### src/neoPixelPkg.sv
package neoPixelPkg;

  // frame buffer geometry, one byte per pixel colour
  localparam int bufferEnd  = 255;
  localparam int bufferBits = 8;

  // busAddr bit that switches from the buffer to the register file
  localparam int regSelBit = 13;

  // register offsets taken from busAddr[2:0]
  localparam logic [2:0] regMaxLo  = 3'd0;
  localparam logic [2:0] regMaxHi  = 3'd1;
  localparam logic [2:0] regCtrl   = 3'd2;
  localparam logic [2:0] regStatus = 3'd3;

  // bit timing in busClk cycles, kept short so a frame simulates quickly
  localparam int bitCycles   = 20;
  localparam int t0High      = 6;
  localparam int t1High      = 13;
  localparam int latchCycles = 100;
  localparam int initCycles  = 400;

  // the streamer counter has to cover both the bit period and the latch gap
  localparam int cycBits  = $clog2((latchCycles > bitCycles) ? latchCycles : bitCycles);
  localparam int initBits = $clog2(initCycles);

  // last byte index used when limit is set
  typedef logic [12:0] regMax_t;

  // read-back layout is {mode32, loop, run, limit, init} with init in bit 0
  typedef struct packed {
    logic mode32;
    logic loop;
    logic run;
    logic limit;
    logic init;
  } neoCtrl_t;

endpackage

### src/neoPixelInitTimer.sv
module neoPixelInitTimer import neoPixelPkg::*; (
  input  logic busClk,
  input  logic rst,
  input  logic initSlow,
  output logic initDone
);

  logic [initBits-1:0] initCnt;
  logic                fired;

  always_ff @(posedge busClk) begin
    if (rst) begin
      initCnt  <= '0;
      fired    <= 1'b0;
      initDone <= 1'b0;
    end else begin
      initDone <= 1'b0;
      if (!initSlow) begin
        // ready for the next init request
        initCnt <= '0;
        fired   <= 1'b0;
      end else if (!fired) begin
        if (initCnt == initBits'(initCycles - 1)) begin
          initDone <= 1'b1;
          fired    <= 1'b1;
        end else begin
          initCnt <= initCnt + 1'b1;
        end
      end
    end
  end

endmodule

### src/neoPixelRam.sv
module neoPixelRam import neoPixelPkg::*; (
  input  logic                  busClk,
  input  logic                  wr,
  input  logic [bufferBits-1:0] wAddr,
  input  logic [7:0]            dIn,
  input  logic [bufferBits-1:0] rAddr,
  output logic [7:0]            dOut
);

  logic [7:0]            mem [bufferEnd+1];
  logic [bufferBits-1:0] rAddrQ;

  always_ff @(posedge busClk) begin
    if (wr) begin
      mem[wAddr] <= dIn;
    end
  end

  // two stage read, the address is registered and so is the data
  always_ff @(posedge busClk) begin
    rAddrQ <= rAddr;
    dOut   <= mem[rAddrQ];
  end

endmodule

### src/neoPixelRegisters.sv
module neoPixelRegisters import neoPixelPkg::*; (
  input  logic                  busClk,
  input  logic                  rst,
  input  logic [regSelBit:0]    busAddr,
  input  logic [7:0]            busDataIn,
  input  logic                  busWrite,
  input  logic                  busRead,
  output logic [7:0]            busDataOut,
  input  logic [bufferBits-1:0] pixelIx,
  output logic [7:0]            pixelByte,
  input  logic                  syncIn,
  input  logic                  frameDone,
  input  logic                  busy,
  input  logic                  initDone,
  output neoCtrl_t              ctrl,
  output regMax_t               regMax,
  output logic                  initSlow
);

  logic                  ramWr;
  logic [bufferBits-1:0] ramWAddr;
  logic [7:0]            ramWData;
  logic                  selReg;
  logic [2:0]            regOffset;

  assign selReg    = busAddr[regSelBit];
  assign regOffset = busAddr[2:0];

  // buffer writes go through one register stage before reaching the RAM
  always_ff @(posedge busClk) begin
    if (rst) begin
      ramWr <= 1'b0;
    end else begin
      ramWr <= busWrite && !selReg;
    end
  end

  // address and data are captured with the strobe so the bus may move on
  always_ff @(posedge busClk) begin
    if (busWrite && !selReg) begin
      ramWAddr <= busAddr[bufferBits-1:0];
      ramWData <= busDataIn;
    end
  end

  neoPixelRam iRam (
    .busClk (busClk),
    .wr     (ramWr),
    .wAddr  (ramWAddr),
    .dIn    (ramWData),
    .rAddr  (pixelIx),
    .dOut   (pixelByte)
  );

  // later statements win, which gives the priority order of the control bits
  always_ff @(posedge busClk) begin
    if (rst) begin
      ctrl     <= '0;
      regMax   <= '0;
      initSlow <= 1'b0;
    end else begin
      if (frameDone) begin
        ctrl.run <= ctrl.loop;
      end

      if (syncIn) begin
        ctrl.run <= 1'b1;
      end

      if (initDone) begin
        ctrl.init <= 1'b0;
        initSlow  <= 1'b0;
      end

      // initSlow is only raised on entry so that initDone can drop it again
      if (ctrl.init) begin
        ctrl.limit  <= 1'b0;
        ctrl.run    <= 1'b0;
        ctrl.loop   <= 1'b0;
        ctrl.mode32 <= 1'b0;
        if (!initSlow) begin
          initSlow <= 1'b1;
        end
      end

      if (busWrite && selReg) begin
        case (regOffset)
          regMaxLo: regMax[7:0]  <= busDataIn;
          regMaxHi: regMax[12:8] <= busDataIn[4:0];
          regCtrl:  ctrl         <= neoCtrl_t'(busDataIn[4:0]);
          default:  ;
        endcase
      end
    end
  end

  // read data is registered and holds until the next read strobe
  always_ff @(posedge busClk) begin
    if (rst) begin
      busDataOut <= '0;
    end else if (busRead) begin
      if (!selReg) begin
        // the frame buffer has no bus read port
        busDataOut <= 8'hFF;
      end else begin
        case (regOffset)
          regMaxLo:  busDataOut <= regMax[7:0];
          regMaxHi:  busDataOut <= {3'b000, regMax[12:8]};
          regCtrl:   busDataOut <= {3'b000, ctrl};
          regStatus: busDataOut <= {7'b0000000, busy};
          default:   busDataOut <= '0;
        endcase
      end
    end
  end

endmodule

### src/neoPixelStreamer.sv
module neoPixelStreamer import neoPixelPkg::*; (
  input  logic                  busClk,
  input  logic                  rst,
  input  neoCtrl_t              ctrl,
  input  regMax_t               regMax,
  input  logic                  initSlow,
  output logic [bufferBits-1:0] pixelIx,
  input  logic [7:0]            pixelByte,
  output logic                  pixelOut,
  output logic                  busy,
  output logic                  frameDone
);

  typedef enum logic [1:0] {
    stIdle,
    stPrefetch,
    stShift,
    stLatch
  } state_t;

  state_t       state;
  logic [cycBits-1:0] cycCnt;
  logic [2:0]   bitCnt;
  logic [7:0]   shiftReg;
  logic         lastByte;
  regMax_t      fetchIx;
  regMax_t      nextIx;
  regMax_t      lastIx;
  logic         nextIsLast;
  logic [cycBits-1:0] highLen;

  assign pixelIx = fetchIx[bufferBits-1:0];

  // in 32-bit mode every index ending in binary 11 is padding and is skipped
  assign nextIx = fetchIx + ((ctrl.mode32 && fetchIx[1:0] == 2'd2) ? 13'd2 : 13'd1);
  assign lastIx = ctrl.limit ? regMax : regMax_t'(bufferEnd);

  // the byte being loaded is the last one when its successor is out of range
  assign nextIsLast = (nextIx > lastIx) || (nextIx > regMax_t'(bufferEnd));

  assign highLen = shiftReg[7] ? cycBits'(t1High) : cycBits'(t0High);

  always_ff @(posedge busClk) begin
    if (rst) begin
      state     <= stIdle;
      cycCnt    <= '0;
      bitCnt    <= '0;
      fetchIx   <= '0;
      busy      <= 1'b0;
      frameDone <= 1'b0;
    end else begin
      frameDone <= 1'b0;
      if (initSlow) begin
        // a slow init aborts whatever was streaming
        state   <= stIdle;
        cycCnt  <= '0;
        bitCnt  <= '0;
        fetchIx <= '0;
        busy    <= 1'b0;
      end else begin
        case (state)
          stIdle: begin
            // frameDone still pending means run has not been updated yet
            if (ctrl.run && !busy && !frameDone) begin
              state  <= stPrefetch;
              cycCnt <= '0;
              busy   <= 1'b1;
            end
          end

          stPrefetch: begin
            // two cycles cover the RAM address register and output register
            if (cycCnt == cycBits'(1)) begin
              state   <= stShift;
              cycCnt  <= '0;
              bitCnt  <= '0;
              fetchIx <= nextIx;
            end else begin
              cycCnt <= cycCnt + 1'b1;
            end
          end

          stShift: begin
            if (cycCnt == cycBits'(bitCycles - 1)) begin
              cycCnt <= '0;
              if (bitCnt == 3'd7) begin
                bitCnt <= '0;
                if (lastByte) begin
                  state <= stLatch;
                end else begin
                  fetchIx <= nextIx;
                end
              end else begin
                bitCnt <= bitCnt + 1'b1;
              end
            end else begin
              cycCnt <= cycCnt + 1'b1;
            end
          end

          stLatch: begin
            if (cycCnt == cycBits'(latchCycles - 1)) begin
              state     <= stIdle;
              cycCnt    <= '0;
              fetchIx   <= '0;
              busy      <= 1'b0;
              frameDone <= 1'b1;
            end else begin
              cycCnt <= cycCnt + 1'b1;
            end
          end

          default: state <= stIdle;
        endcase
      end
    end
  end

  // shift register and last-byte flag are loaded whenever a new byte starts
  always_ff @(posedge busClk) begin
    if ((state == stPrefetch && cycCnt == cycBits'(1)) ||
        (state == stShift && cycCnt == cycBits'(bitCycles - 1) && bitCnt == 3'd7)) begin
      shiftReg <= pixelByte;
      lastByte <= nextIsLast;
    end else if (state == stShift && cycCnt == cycBits'(bitCycles - 1)) begin
      shiftReg <= {shiftReg[6:0], 1'b0};
    end
  end

  // the line is registered, one cycle behind the counters for every bit alike
  always_ff @(posedge busClk) begin
    if (rst) begin
      pixelOut <= 1'b0;
    end else begin
      pixelOut <= !initSlow && state == stShift && cycCnt < highLen;
    end
  end

endmodule

### src/neoPixelTop.sv
module neoPixelTop import neoPixelPkg::*; (
  input  logic               busClk,
  input  logic               rst,
  input  logic [regSelBit:0] busAddr,
  input  logic [7:0]         busDataIn,
  input  logic               busWrite,
  input  logic               busRead,
  output logic [7:0]         busDataOut,
  input  logic               syncIn,
  output logic               pixelOut
);

  neoCtrl_t              ctrl;
  regMax_t               regMax;
  logic                  initSlow;
  logic                  initDone;
  logic [bufferBits-1:0] pixelIx;
  logic [7:0]            pixelByte;
  logic                  busy;
  logic                  frameDone;

  neoPixelRegisters iRegisters (
    .busClk     (busClk),
    .rst        (rst),
    .busAddr    (busAddr),
    .busDataIn  (busDataIn),
    .busWrite   (busWrite),
    .busRead    (busRead),
    .busDataOut (busDataOut),
    .pixelIx    (pixelIx),
    .pixelByte  (pixelByte),
    .syncIn     (syncIn),
    .frameDone  (frameDone),
    .busy       (busy),
    .initDone   (initDone),
    .ctrl       (ctrl),
    .regMax     (regMax),
    .initSlow   (initSlow)
  );

  neoPixelStreamer iStreamer (
    .busClk    (busClk),
    .rst       (rst),
    .ctrl      (ctrl),
    .regMax    (regMax),
    .initSlow  (initSlow),
    .pixelIx   (pixelIx),
    .pixelByte (pixelByte),
    .pixelOut  (pixelOut),
    .busy      (busy),
    .frameDone (frameDone)
  );

  neoPixelInitTimer iInitTimer (
    .busClk   (busClk),
    .rst      (rst),
    .initSlow (initSlow),
    .initDone (initDone)
  );

endmodule

### config.mk
export PLATFORM = sky130hd
export DESIGN_NAME = neoPixelTop
export DESIGN_NICKNAME = d
export VERILOG_FILES = /design/src/neoPixelPkg.sv /design/src/neoPixelInitTimer.sv /design/src/neoPixelRam.sv /design/src/neoPixelRegisters.sv /design/src/neoPixelStreamer.sv /design/src/neoPixelTop.sv
export SDC_FILE = /design/constraint.sdc
export NUM_CORES = 2
export LEC_CHECK = 0
export BUFFER_PORTS_ARGS = -buffer_cell sky130_fd_sc_hd__buf_2
export CORE_ASPECT_RATIO = 1.1
export CORE_MARGIN = 2
export CORE_UTILIZATION = 45
export CTS_BUF_LIST = sky130_fd_sc_hd__clkbuf_8 sky130_fd_sc_hd__clkbuf_16
export DETAILED_ROUTE_END_ITERATION = 7
export PLACE_DENSITY = 0.68
export SKIP_CTS_REPAIR_TIMING = 1
export SLEW_MARGIN = 20
export SYNTH_ARGS = -nofsm -noshare
export SYNTH_HDL_FRONTEND = slang
export SYNTH_SLANG_ARGS = --single-unit
### constraint.sdc
create_clock -name busClk -period 4.8 [get_ports busClk]
set_input_delay 1.44 -clock busClk [delete_from_list [all_inputs] [get_ports busClk]]
set_output_delay 1.44 -clock busClk [all_outputs]
set_load 0.02 [all_outputs]
==> metrics.txt <==
crit-path max FO=6; worst vdd ir=around 470 uV; fin crit share=80.3%; net count of the finished layout=4,131; number of enable flip-flop cells after synthesis=between 2k and 2.5k; most common cell after layout, fill and taps aside=edfxtp_1; CTS HTree Levels=4; core area=186,000 sq um; number of library cell types mapped by synthesis=59; CTS tree=built; RSZ-0062 raised after global routing=false; number of global-route vias before repair=40.3k; Worst EP required=5340 ps; Worst setup SP type=flop; status=complete, no violations; Worst-Skew Late Latency=between 800 and 900 ps; max cap viols=0; Setup-failing EPs final=0; area leader, netlist=edfxtp_1; Top-Level Pins=36; Die W=416 microns; Cell Rows=166; Synth top area share=74.1%; die area=about 190,000 sq um; IO Port Bufs=30; Fin Setup TNS=0 ps; RePlAce Congestion=between 0.8 and 0.9; share of post-route cells with drive strength above 1=23.7%; register area share after synthesis=76.0%; worst hold path type=flop to flop; Crit path arrival time=4390 ps; crit end category=flop; final max-slew violation count=0; worst hold margin=417 ps; synthesized flop and latch total=between 2k and 2.5k; post-detail-place hpwl=114 mm; initial core utilization=45.2%; clock buffers created by TritonCTS=199; P per Cell Area=457 nW/um^2; Area growth syn-to-layout=11.5%; Max Fclk=between 200 and 300 MHz; Worst-Margin Slew=roughly 1100 ps; synthesized cell area=84,100 sq um; first-pass GRT wire length=279 mm; Die Y=about 460 microns; Antenna Nets Post-Route=0; Vias/cell=approximately 6.0; CTS Buffer Depth=3; Worst slew margin=26.1%; final wirelength=191 mm; Fillers=around 14k; Vias=39.8k; routed len/inst=28.6 microns; final hold violations=0; async set-reset flop share out of synthesis=0%; Post-Syn Nets=4,037; initial antenna violation count=2; clk root buf=clkbuf_16; Layout Skew=between 30 and 40 ps; post-synthesis cell count=3,983; Residual DRC=0; largest net degree at the start of global routing=257; Congestion Overflow GR=0; Total GRT Usage=between 20% and 30%; Synth Warn #=0; Placed Cells=6,308; synthesized area per cell=21.1 sq um; largest cells by area after synthesis=edfxtp_1, mux4_2, dfxtp_1; Final Non-Filler Cells=between 6k and 7k; Overall Power=42.9 mW; P_leak=~28 nW; ys flop type=edfxtp_1; Tmin final=3850 ps; most frequent cells in the layout=edfxtp_1, mux4_2, nor2_1; Crit Path Category=flop to flop; clk slew on worst S/H paths=~60 ps; initial DRC count=4,658; number of iterations in the first detailed-routing pass=5; CTS Sinks=2,156
## critical path, cell delays in order (launching register included)
cell and delay (ps):
dfxtp_1 420, nand2_1 70, or2_2 290, inv_1 60, ha_1 180, a21oi_1 90, nor3_1 200, buf_4 170
and4_1 290, nand3_1 130, xnor2_1 200, ha_1 320, nand4_1 90, nor4_1 250, nor2b_1 80, or4_1 410
nor3_1 150, o21ai_0 160
## cells in the mapped netlist (6+ instances only)
cell      instances
nand2b_1         15
a211oi_1         23
buf_6            12
nor2b_1          31
nand3_1          38
nand3b_1          8
o21ai_0          35
nor3_1           24
buf_4            33
nand4_1          28
nor2_1          364
inv_1            16
buf_2            51
xor2_1           15
mux2i_1         108
a21oi_1          47
dfxtp_1          83
edfxtp_1       2073
o211ai_1          8
a31oi_1           6
xnor2_1           7
ha_1             27
o22ai_1          26
a22oi_1          44
nand2_1          72
o221ai_1          6
clkbuf_1        106
mux4_2          572
mux2_2           22
buf_1            14
and3_1            6
## area by class of cell
type / instances / area, sq um / area share (%)
Sequential cell: 2156 / 63900 / 68.2
Multi-Input combinational cell: 1594 / 19000 / 20.3
Clock buffer: 204 / 5070 / 5.41
Tap cell: 2436 / 3050 / 3.25
Clock inverter: 158 / 1470 / 1.57
Timing Repair Buffer: 110 / 1160 / 1.23
Inverter: 16 / 60.1 / 0.0641
Antenna cell: 2 / 5.00 / 0.00534
## metal layers
metal  up-vias  global-route usage, %  wire, microns
met3       292                   3.53          15000
met5         -                      0             13
met4         2                   6.89           6010
li1      16700                      -              -
met2      1701                   32.6          94200
met1     21100                   27.5          75500
## sequential cells by signal (all words and copies together), names as in the netlist, 2 cells and up
register                flops
iRegisters.iRam.dOut        8
iRegisters.ctrl             5
iStreamer.bitCnt            3
iRegisters.ramWAddr         8
iInitTimer.initCnt          9
iRegisters.regMax          13
iStreamer.cycCnt            7
iRegisters.iRam.mem      2048
iRegisters.iRam.rAddrQ      8
iStreamer.fetchIx          13
iStreamer.state             2
iRegisters.busDataOut       8
iRegisters.ramWData         8
iStreamer.shiftReg          8
## worst paths after layout
path / start / to / slack [ps] / depth (start not counted)
hold / removal: iStreamer.fetchIx[2]$_SDFFE_PP0P_ / iRegisters.iRam.rAddrQ[2]$_DFF_P_ / 420 / 0
hold reg to reg: iStreamer.fetchIx[2]$_SDFFE_PP0P_ / iRegisters.iRam.rAddrQ[2]$_DFF_P_ / 420 / 0
setup / recovery: iStreamer.fetchIx[1]$_SDFFE_PP0P_ / iStreamer.lastByte$_DFFE_PN_ / 950 / 17
setup reg to reg: iStreamer.fetchIx[1]$_SDFFE_PP0P_ / iStreamer.lastByte$_DFFE_PN_ / 950 / 17
## stage by stage
step,area (sq um),worst slack (ps),util [%]
finish,93700,946,50.4
floorplan,84100,754,-
global route,93700,644,50.4
CTS,93600,993,50.4
detailed placement,87100,1010,46.8
global placement,87100,919,46.8
## cells by family after synthesis
| family | Yosys count | synth area share (%) |
|---|---|---|
| AOI/OAI and AO/OA | 228 | 1.81 |
| xor gates and xnor gates | 22 | 0.229 |
| adders and majority gates | 27 | 0.402 |
| buffers and inverters | 233 | 1.38 |
| DFF | 2156 | 76.0 |
| muxes | 702 | 16.9 |
| and+or+nand+nor | 615 | 3.23 |
## power breakdown
group	leakage (nW)	internal (mW)	switching, mW
combinational	5.33	2.95	3.15
sequential	19.3	20.8	0.123
clock	3.37	9.13	6.74
No activity file was read; power rests on OpenSTA's default activity.
